`src/emu_config.svh`:
```
`ifndef EMU_CONFIG_SVH
`define EMU_CONFIG_SVH

// Register bus widths
`define EMU_ADDR_W 12
`define EMU_DATA_W 32

// Number of trigger lines coming from the emulated design
`define EMU_TRIG_W 32

// Register byte offsets
`define EMU_STAT        12'h000
`define EMU_TRIG_STAT   12'h004
`define EMU_CYCLE_LO    12'h008
`define EMU_CYCLE_HI    12'h00C
`define EMU_STEP        12'h010

// AXI-lite response codes
`define AXIL_RESP_OKAY      2'b00
`define AXIL_RESP_SLVERR    2'b10

// Width of the emulated-cycle counter, read in two halves
`define EMU_CYCLE_W 64

// Strobe value that marks a full-word write
`define EMU_FULL_STRB 4'b1111

`endif

```
`src/emu_pkg.sv`:
```
`include "emu_config.svh"

package emu_pkg;

    // One register write as seen by the register block
    typedef struct packed {
        logic [`EMU_ADDR_W-1:0] addr;
        logic [`EMU_DATA_W-1:0] data;
    } csr_wr_t;

    // EMU_STAT layout
    //   bit 31   step_trig, read only
    //   bit 1    DUT reset
    //   bit 0    halt
    typedef struct packed {
        logic        step_trig;
        logic [28:0] reserved;
        logic        dut_reset;
        logic        halt;
    } emu_stat_t;

endpackage

```
`src/csr_axil_slave.sv`:
```
`timescale 1ns/10ps

`include "emu_config.svh"

module csr_axil_slave (
    input  logic                    clk,
    input  logic                    rst,

    input  logic                    awvalid,
    output logic                    awready,
    input  logic [`EMU_ADDR_W-1:0]  awaddr,
    input  logic [2:0]              awprot,
    input  logic                    wvalid,
    output logic                    wready,
    input  logic [`EMU_DATA_W-1:0]  wdata,
    input  logic [3:0]              wstrb,
    output logic                    bvalid,
    input  logic                    bready,
    output logic [1:0]              bresp,

    input  logic                    arvalid,
    output logic                    arready,
    input  logic [`EMU_ADDR_W-1:0]  araddr,
    input  logic [2:0]              arprot,
    output logic                    rvalid,
    input  logic                    rready,
    output logic [`EMU_DATA_W-1:0]  rdata,
    output logic [1:0]              rresp,

    output logic                    wr_en,
    output emu_pkg::csr_wr_t        wr,
    output logic [`EMU_ADDR_W-1:0]  rd_addr,
    input  logic [`EMU_DATA_W-1:0]  rd_data
);
    import emu_pkg::*;

    csr_wr_t                wr_q;
    logic                   aw_held;
    logic                   w_held;
    logic                   wr_err;
    logic                   b_pend;
    logic [1:0]             b_resp_q;
    logic                   wr_both;

    logic [`EMU_ADDR_W-1:0] ar_addr;
    logic [`EMU_DATA_W-1:0] r_data;
    logic                   ar_held;
    logic                   r_held;

    // Address and data both present, write completes this edge
    assign wr_both = aw_held && w_held;

    // awprot and arprot carry no meaning for these registers
    assign awready = !aw_held && !b_pend;
    assign wready  = !w_held;
    assign bvalid  = b_pend;
    assign bresp   = b_resp_q;

    assign wr_en   = wr_both && !wr_err;
    assign wr      = wr_q;

    always_ff @(posedge clk) begin
        if (awvalid && awready) begin
            wr_q.addr <= awaddr;
        end
        if (wvalid && wready) begin
            wr_q.data <= wdata;
        end
    end

    always_ff @(posedge clk) begin
        if (rst) begin
            aw_held  <= 1'b0;
            w_held   <= 1'b0;
            wr_err   <= 1'b0;
            b_pend   <= 1'b0;
            b_resp_q <= `AXIL_RESP_OKAY;
        end else begin
            if (awvalid && awready) begin
                aw_held <= 1'b1;
            end
            if (wvalid && wready) begin
                w_held <= 1'b1;
                wr_err <= wstrb != `EMU_FULL_STRB;
            end
            // Response code is frozen here so a new W beat cannot disturb it
            if (wr_both) begin
                aw_held  <= 1'b0;
                w_held   <= 1'b0;
                b_pend   <= 1'b1;
                b_resp_q <= wr_err ? `AXIL_RESP_SLVERR : `AXIL_RESP_OKAY;
            end
            if (bvalid && bready) begin
                b_pend <= 1'b0;
            end
        end
    end

    // Read side
    assign arready = !ar_held;
    assign rvalid  = r_held;
    assign rdata   = r_data;
    assign rresp   = `AXIL_RESP_OKAY;
    assign rd_addr = ar_addr;

    always_ff @(posedge clk) begin
        if (arvalid && arready) begin
            ar_addr <= araddr;
        end
        if (ar_held && !r_held) begin
            r_data <= rd_data;
        end
    end

    always_ff @(posedge clk) begin
        if (rst) begin
            ar_held <= 1'b0;
            r_held  <= 1'b0;
        end else begin
            if (arvalid && arready) begin
                ar_held <= 1'b1;
            end
            if (ar_held && !r_held) begin
                r_held <= 1'b1;
            end
            if (rvalid && rready) begin
                ar_held <= 1'b0;
                r_held  <= 1'b0;
            end
        end
    end

    a_b_hold: assert property (@(posedge clk) disable iff (rst)
        bvalid && !bready |=> bvalid && $stable(bresp));

    a_r_hold: assert property (@(posedge clk) disable iff (rst)
        rvalid && !rready |=> rvalid && $stable(rdata));

    // A W beat with a partial strobe never produces a write pulse
    a_no_wr_on_err: assert property (@(posedge clk) disable iff (rst)
        wvalid && wready && wstrb != `EMU_FULL_STRB |=> !wr_en);

endmodule

```
`src/emu_ctrl_regs.sv`:
```
`timescale 1ns/10ps

`include "emu_config.svh"

module emu_ctrl_regs (
    input  logic                    clk,
    input  logic                    rst,

    input  logic                    wr_en,
    input  emu_pkg::csr_wr_t        wr,
    input  logic [`EMU_ADDR_W-1:0]  rd_addr,
    output logic [`EMU_DATA_W-1:0]  rd_data,

    input  logic [`EMU_TRIG_W-1:0]  dut_trig,
    output logic                    halt,
    output logic                    dut_reset
);
    import emu_pkg::*;

    emu_stat_t              stat;
    logic                   step_trig_q;
    logic [`EMU_TRIG_W-1:0] trig_stat;
    logic [`EMU_CYCLE_W-1:0] cycle;
    logic [`EMU_DATA_W-1:0] step;
    logic [`EMU_DATA_W-1:0] step_next;
    logic                   step_trig;
    logic                   trigger;

    logic                   wr_stat;
    logic                   wr_cycle_lo;
    logic                   wr_cycle_hi;
    logic                   wr_step;

    // Register address decode for the write pulse
    assign wr_stat     = wr_en && wr.addr == `EMU_STAT;
    assign wr_cycle_lo = wr_en && wr.addr == `EMU_CYCLE_LO;
    assign wr_cycle_hi = wr_en && wr.addr == `EMU_CYCLE_HI;
    assign wr_step     = wr_en && wr.addr == `EMU_STEP;

    // Step counter only moves while the design runs
    always_comb begin
        if (halt) begin
            step_next = step;
        end else if (step != '0) begin
            step_next = step - 1'b1;
        end else begin
            step_next = '0;
        end
    end

    // Fires on the cycle the count goes from one to zero
    assign step_trig = step != '0 && step_next == '0;
    assign trigger   = step_trig || |dut_trig;

    // Halt, DUT reset and the step-trigger flag
    always_ff @(posedge clk) begin
        if (rst) begin
            halt        <= 1'b1;
            dut_reset   <= 1'b1;
            step_trig_q <= 1'b0;
        end else if (trigger) begin
            // Trigger wins over a STAT write in the same cycle
            halt        <= 1'b1;
            step_trig_q <= step_trig;
        end else if (wr_stat) begin
            halt      <= wr.data[0];
            dut_reset <= wr.data[1];
        end
    end

    // Trigger lines seen at the last trigger
    always_ff @(posedge clk) begin
        if (rst) begin
            trig_stat <= '0;
        end else if (trigger) begin
            trig_stat <= dut_trig;
        end
    end

    // Emulated-cycle counter, loadable in halves while halted
    always_ff @(posedge clk) begin
        if (rst) begin
            cycle <= '0;
        end else if (!halt) begin
            cycle <= cycle + 1'b1;
        end else begin
            if (wr_cycle_lo) begin
                cycle[31:0] <= wr.data;
            end
            if (wr_cycle_hi) begin
                cycle[63:32] <= wr.data;
            end
        end
    end

    // Step register, a write overrides the decrement
    always_ff @(posedge clk) begin
        if (rst) begin
            step <= '0;
        end else if (wr_step) begin
            step <= wr.data;
        end else begin
            step <= step_next;
        end
    end

    always_comb begin
        stat           = '0;
        stat.step_trig = step_trig_q;
        stat.dut_reset = dut_reset;
        stat.halt      = halt;
    end

    // Read mux, unmapped offsets give zero
    always_comb begin
        case (rd_addr)
            `EMU_STAT:      rd_data = stat;
            `EMU_TRIG_STAT: rd_data = trig_stat;
            `EMU_CYCLE_LO:  rd_data = cycle[31:0];
            `EMU_CYCLE_HI:  rd_data = cycle[63:32];
            `EMU_STEP:      rd_data = step;
            default:        rd_data = '0;
        endcase
    end

    // Any trigger stops the design on the next edge
    a_trig_halt: assert property (@(posedge clk) disable iff (rst)
        trigger |=> halt);

endmodule

```
`src/emu_system.sv`:
```
`timescale 1ns/10ps

`include "emu_config.svh"

module emu_system (
    input  logic                    clk,
    input  logic                    rst,

    input  logic                    awvalid,
    output logic                    awready,
    input  logic [`EMU_ADDR_W-1:0]  awaddr,
    input  logic [2:0]              awprot,
    input  logic                    wvalid,
    output logic                    wready,
    input  logic [`EMU_DATA_W-1:0]  wdata,
    input  logic [3:0]              wstrb,
    output logic                    bvalid,
    input  logic                    bready,
    output logic [1:0]              bresp,

    input  logic                    arvalid,
    output logic                    arready,
    input  logic [`EMU_ADDR_W-1:0]  araddr,
    input  logic [2:0]              arprot,
    output logic                    rvalid,
    input  logic                    rready,
    output logic [`EMU_DATA_W-1:0]  rdata,
    output logic [1:0]              rresp,

    input  logic [`EMU_TRIG_W-1:0]  dut_trig,
    output logic                    halt,
    output logic                    dut_reset
);
    import emu_pkg::*;

    logic                   wr_en;
    csr_wr_t                wr;
    logic [`EMU_ADDR_W-1:0] rd_addr;
    logic [`EMU_DATA_W-1:0] rd_data;

    csr_axil_slave u_slave (
        .clk     (clk),
        .rst     (rst),
        .awvalid (awvalid),
        .awready (awready),
        .awaddr  (awaddr),
        .awprot  (awprot),
        .wvalid  (wvalid),
        .wready  (wready),
        .wdata   (wdata),
        .wstrb   (wstrb),
        .bvalid  (bvalid),
        .bready  (bready),
        .bresp   (bresp),
        .arvalid (arvalid),
        .arready (arready),
        .araddr  (araddr),
        .arprot  (arprot),
        .rvalid  (rvalid),
        .rready  (rready),
        .rdata   (rdata),
        .rresp   (rresp),
        .wr_en   (wr_en),
        .wr      (wr),
        .rd_addr (rd_addr),
        .rd_data (rd_data)
    );

    emu_ctrl_regs u_regs (
        .clk       (clk),
        .rst       (rst),
        .wr_en     (wr_en),
        .wr        (wr),
        .rd_addr   (rd_addr),
        .rd_data   (rd_data),
        .dut_trig  (dut_trig),
        .halt      (halt),
        .dut_reset (dut_reset)
    );

endmodule

```
`config.mk`:
```
export PLATFORM = sky130hd
export DESIGN_NAME = emu_system
export DESIGN_NICKNAME = d
export VERILOG_FILES = /design/src/emu_pkg.sv /design/src/csr_axil_slave.sv /design/src/emu_ctrl_regs.sv /design/src/emu_system.sv
export VERILOG_INCLUDE_DIRS = /design/src
export SDC_FILE = /design/constraint.sdc
export NUM_CORES = 1
export LEC_CHECK = 0
export ABC_AREA = 1
export BUFFER_PORTS_ARGS = -buffer_cell sky130_fd_sc_hd__buf_2
export CAP_MARGIN = 20
export CORE_MARGIN = 3
export CORE_UTILIZATION = 40
export CTS_CLUSTER_DIAMETER = 150
export DETAILED_ROUTE_END_ITERATION = 12
export GPL_TIMING_DRIVEN = 0
export PLACE_DENSITY = 0.6
export RECOVER_POWER = 50
export SYNTH_ARGS = -nofsm -noshare
export SYNTH_HDL_FRONTEND = slang
export SYNTH_SLANG_ARGS = --single-unit
```
`constraint.sdc`:
```
create_clock -name clk -period 2.6 [get_ports clk]
set_input_delay 0.13 -clock clk [delete_from_list [all_inputs] [get_ports clk]]
set_output_delay 0.13 -clock clk [all_outputs]
set_load 0.02 [all_outputs]
```
Yosys cells after proc, flatten, opt, wreduce, memory -nomap -nowiden
Index checks and enable logic that the tools add are counted.
W data, S select, Z words.
Operators by class
  $add $sub $neg: 2
  equality and inequality tests: 10
  muxes and demuxes: 8
  bitwise operators: 1
  reductions and logical operators: 31
Operators by type and width (count)
  $mux W32: 5
  $pmux W32 S5: 1
  $add A64 B1 Y64 const B: 1
  $mux W64: 1
  $eq A12 B4 Y1 const B: 4
  $logic_not A32 Y1: 1
  $reduce_bool A32 Y1: 1
  $reduce_or A32 Y1: 1
  $sub A32 B1 Y32 const B: 1
  $eq A12 B5 Y1 const B: 2
  $logic_not A12 Y1: 2
  $logic_and A1 B1 Y1: 14
  $eq A12 B3 Y1 const B: 1
  $reduce_or A2 Y1: 4
  $logic_not A1 Y1: 6
  $ne A2 B2 Y1 const B: 2
  $ne A4 B4 Y1 const B: 1
  $mux W2: 1
  $reduce_and A2 Y1: 1
  $logic_or A1 B1 Y1: 1
  $not A1 Y1: 1
Storage, ports and cells
  register bits: 227
  bits of input ports: 105
  output and inout port bits: 43

Depth between registers and ports, before layout
  depth in word-level cells: 8
  mapped depth: 18

Cells and area by module
A second synthesis with hierarchy kept.
Unflattened totals
  cells, all modules: 1744
  area, all modules: 12585.8 µm²
Modules (own cells, without submodules)
  emu_ctrl_regs: times used 1, cells each 1608, area an instance 9601.7 µm², sequential area each 2622.5 µm²
  csr_axil_slave: times used 1, cells each 136, area an instance 2984.1 µm², sequential area each 2782.7 µm²

Worst setup path before layout
Ideal clock, no wire load.
  path kind: register -> register
  start: register u_slave.ar_held
  end: register u_slave.r_data[0] (netlist: u_slave.rdata[0]), enable pin
  arrival time: 1834 ps
  data required time: 2179 ps
  setup slack: 345 ps
  stages on the path, launching flop included: 3
  path buffers: 0
  period minus slack after synthesis: 2255 ps
  path through: dfxtp_1 > inv_1 > nor2_1
On the way
  cells in the longest elaborated chain, start to end: 1
RTL lines
  from (decl): line csr_axil_slave.sv:47  | logic ar_held;
  from (signal assigned): line csr_axil_slave.sv:117  | ar_held <= 1'b0;
  from (signal assigned): line csr_axil_slave.sv:121  | ar_held <= 1'b1;
  from (signal assigned): line csr_axil_slave.sv:127  | ar_held <= 1'b0;
  $logic_and A1 B1 Y1: line csr_axil_slave.sv:110  | if (ar_held && !r_held) begin
  to (signal assigned): line csr_axil_slave.sv:111  | r_data <= rd_data;
  to (decl): line csr_axil_slave.sv:46  | logic [`EMU_DATA_W-1:0] r_data;
Every way passes these cells.
A chain may end at the register's enable or synchronous reset.

Worst setup path after layout
  start: register u_regs.step[0]
  end: register u_regs.trig_stat[22]
On the way
  cells in the longest elaborated chain, start to end: 6
  elaborated cells on any way between the ends: 7
  those cells by class: add/sub (1); mux (2); reduce/logical (4)
RTL lines
  from (decl): line emu_ctrl_regs.sv:24  | logic [`EMU_DATA_W-1:0] step;
  from (signal assigned): line emu_ctrl_regs.sv:101  | step <= wr.data;
  from (signal assigned): line emu_ctrl_regs.sv:103  | step <= step_next;
  $sub A32 B1 Y32 / $reduce_bool A32 Y1 (equally long branches): line emu_ctrl_regs.sv:45, emu_ctrl_regs.sv:44, emu_ctrl_regs.sv:52
  $mux W32: line emu_ctrl_regs.sv:44  | end else if (step != '0) begin
  $mux W32: line emu_ctrl_regs.sv:42  | if (halt) begin
  $logic_not A32 Y1: line emu_ctrl_regs.sv:52  | assign step_trig = step != '0 && step_next == '0;
  $logic_and A1 B1 Y1 *: line emu_ctrl_regs.sv:52
  $logic_or A1 B1 Y1 *: line emu_ctrl_regs.sv:53  | assign trigger = step_trig || |dut_trig;
  to (signal assigned): line emu_ctrl_regs.sv:76  | trig_stat <= dut_trig;
  to (decl): line emu_ctrl_regs.sv:22  | logic [`EMU_TRIG_W-1:0] trig_stat;
Every way passes the cells marked *; elsewhere a longest branch is shown, timed or not.

==> summary.md <==
| Metric | Value |
|---|---|
| Gp weighted congestion | `1.04` |
| First-pass GRT wire length | `roughly 78,000 microns` |
| CTS Sinks | `226` |
| Post-synth top area share | `22.6%` |
| Final Hold Fails | `0` |
| Nets | `2,105` |
| Row count | `63` |
| WS Path Type | `reg -> reg` |
| Wire length per cell | `22.6 microns` |
| Synth cell types | `43` |
| Synth warn | `0` |
| Async SR Flop Fraction | `0%` |
| Initial DRC count | `1,680` |
| Core area | `29,900 sq um` |
| Area of the multi-input gates | `roughly 6500 sq um` |
| Remaining DRCs | `0` |
| Worst rel slew slack | `less than 1%` |
| IO buf count | `~140` |
| Worst-Skew Late Latency | `0.55 ns` |
| Sequential-to-total area share from yosys stat | `44.2%` |
| Hpwl dp | `slightly above 40,000 microns` |
| Placed Area | `~13,000 sq um` |
| Root buf cell | `clkbuf_16` |
| Storage cell area | `5430 sq um` |
| Worst setup SP type | `flip-flop` |
| Synth cell count leaders | `300 x nor2_1, 293 x nand2_1, 209 x inv_1` |
| Synth Flop Type | `dfxtp_1` |
| Final Util | `between 50% and 60%` |
| Max FO, Critical Path | `10` |
| Synth area leader | `dfxtp_1` |
| I/O pin count | `148` |
| Post-synthesis mux area share | `less than 1%` |
| Post-Synthesis Cell Area | `12,200 sq um` |
| Status | `complete, but fails checks` |
| Worst-margin pin slew | `1.48 ns` |
| DR vias | `between 10,000 and 15,000` |
| Total of max-cap violations | `1` |
| Post-route minimum period | `roughly 2.6 ns` |
| CTS tree | `built` |
| Number of synthesized register bits | `226` |
| Xor/xnor share of the synthesized area | `between 3 and 4%` |
| RSZ-0062 raised after global routing | `true` |
| Design Area, Final | `16,400 sq um` |
| Crit share post-route | `approximately 100%` |
| Vias in the first global route | `approximately 13,000` |
| Via density | `5.65` |
| CTS clock-pin slew for the worst setup and hold paths | `0.06 ns` |
| H-tree levels | `1` |
| Endpoints failing setup | `0` |
| Synth Area in Simple Gates | `29.8%` |
| Crit path capture type | `flip-flop` |
| Global Route Usage Sum | `31.0%` |
| Area Overhead vs Synth | `34.0%` |
| Max-slew violations | `0` |
| Avg Cell Area, Syn | `7.21 sq um` |
| Most common cell in the netlist | `nor2_1` |
| Worst Clk Skew | `0.0151 ns` |
| CP Data Arrival Time | `3.02 ns` |
| Power per Cell Area | `just over 500 nW/um^2` |
| ANT nets after route | `0` |
| # fillers | `2,816` |
| Die Y-Extent | `181 microns` |
| Die X | `~180 microns` |
| Gate Count Post-Synth | `1,697` |
| Violated checks | `capacitance limit` |
| Starting density of the core | `approximately two fifths` |
| VDD IR max | `0.529 mV` |
| Hold/Removal Path Class | `in -> reg` |
| Ant. Diodes | `0` |
| Num CTS Buffers | `26` |
| Post-synth EDFFs | `88` |
| Largest net degree at the start of global routing | `35` |
| Die area | `32,700 sq um` |
| Lkg Pwr | `between 6 and 7 nW` |
| Largest family of logic cells by synthesized area | `simple AND/OR/NAND/NOR gates` |
| Overflow after GRT | `0` |
| F_max | `0.386 GHz` |
| Clock Path Buffers | `3` |
| Req. time, crit path | `3.03 ns` |
| Area share of fa/ha/maj cells after synthesis | `0.204%` |
| Largest cells by area after synthesis | `dfxtp_1 23%, edfxtp_1 22%, nor2_1 9.2%, nand2_1 9.0%, inv_1 6.4%` |
| First-pass DRT Iterations | `6` |
| Compound-Gate Fraction of Synth Area | `12.9%` |
| Post-Route WL | `54,400 microns` |
| Initial antenna violation count | `0` |
| Layout cells sized above 1 | `18.4%` |
[metrics by stage]
| step | cells | worst slack, ns | hold slack [ns] | TNS, ns | total power [mW] |
|---|---|---|---|---|---|
| final | 2408 | 0.0119 | 0.0220 | 0 | 8.33 |
| after global routing | 2408 | -0.120 | 0.0230 | -2.15 | 8.54 |
| after CTS | 2385 | 0.00389 | 0.0101 | 0 | 8.31 |
| after detailed placement | 2227 | -0.480 | 0.308 | -19.58 | 4.41 |
| after global placement | 2227 | -0.503 | 0.306 | -27.64 | 4.40 |
| after floorplan | 1699 | 0.345 | 0.224 | 0 | 4.15 |
[worst paths after layout]
kind / from / end / slack [ns] / cells past startpoint
max: u_regs.step[0] / u_regs.trig_stat[22] / 0.01 / 17
min: rst / u_regs.step[29] / 0.02 / 4
max reg2reg: u_regs.step[0] / u_regs.trig_stat[22] / 0.01 / 17
min reg2reg: u_regs.step_trig_q / u_regs.step_trig_q / 0.48 / 2
[per-layer routing]
layer / wire, microns / global-route usage (%)
met2: 23500 / 47.5
met5: 0 / 0
met3: 6250 / 4.73
met1: 21800 / 43.7
met4: 2950 / 13.1
[worst max-delay path, stage by stage (launching register included)]
cell      delay [ns]
dfxtp_2         0.33
inv_4           0.08
ha_4            0.15
nand2_4         0.06
nor2_4          0.16
nand3_2         0.10
nor2_4          0.19
nand2_8         0.12
buf_16          0.18
nand3_4         0.07
nand2_2         0.05
nor2_1          0.10
nand2_1         0.11
nor2_4          0.26
a21boi_4        0.16
buf_8           0.19
nor2_2          0.10
nor2_1          0.05
[report_power, final]
group	switching (mW)	leakage [nW]	internal (mW)	total (mW)
logic	0.325	4.05	0.225	0.551
registers	0.102	1.97	3.82	3.92
clock network	1.57	0.434	2.28	3.85
[registers in the layout, indices dropped and copies added, names as in the netlist]
| name | count |
|---|---|
| u_regs.step_trig_q | 1 |
| u_slave.bvalid | 1 |
| u_regs.step | 32 |
| u_slave.w_held | 1 |
| u_regs.trig_stat | 32 |
| u_regs.dut_reset | 1 |
| u_slave.wr_err | 1 |
| u_slave.rdata | 32 |
| u_regs.halt | 1 |
| u_slave.aw_held | 1 |
| u_regs.cycle | 64 |
| u_slave.rd_addr | 12 |
| u_slave.bresp | 1 |
| u_slave.rvalid | 1 |
| u_slave.ar_held | 1 |
| u_slave.wr | 44 |
[timing repair]
item                                    CTS  global route
pin swaps                                13            73
endpoints found under the setup margin   80            85
gates resized for setup                  63           184
gates cloned                              1             6
endpoints found under the hold margin    93             0
hold buffers                             95             0
buffers inserted                         14            17
[cells in the final DEF, fill, tap and decap left out, drive strengths merged, types with 5 or more instances in the layout]
master / Yosys / layout
a21oi: 89 / 89
a31oi: 22 / 22
buf: 21 / 146
clkbuf: 49 / 134
clkinv: 2 / 8
clkinvlp: 0 / 5
dfxtp: 138 / 138
dlygate4sd3: 0 / 95
edfxtp: 88 / 88
inv: 211 / 211
nand2: 295 / 295
nand3: 126 / 126
nand4: 36 / 36
nor2: 315 / 315
nor3: 41 / 41
nor4: 20 / 20
o21ai: 93 / 93
o22ai: 74 / 74
xor2: 50 / 50
[kinds of logic (layout without fill, tap and decap cells)]
group	after synthesis	after routing
other cells	1	3
flops	226	226
buf+inv	283	602
fa+ha+maj	2	2
xor+xnor	51	51
compound gates	286	286
mux	1	1
simple gates	847	847
[area by class of cell]
type | count | area share (%)
Multi-Input combinational cell | 1190 | 39.4
Timing Repair Buffer | 271 | 11.9
Clock inverter | 14 | 0.992
Sequential cell | 226 | 33.1
Buffer | 70 | 2.29
Inverter | 213 | 4.94
Tap cell | 390 | 2.97
Clock buffer | 34 | 4.46
(Power assumes the default switching activity.)
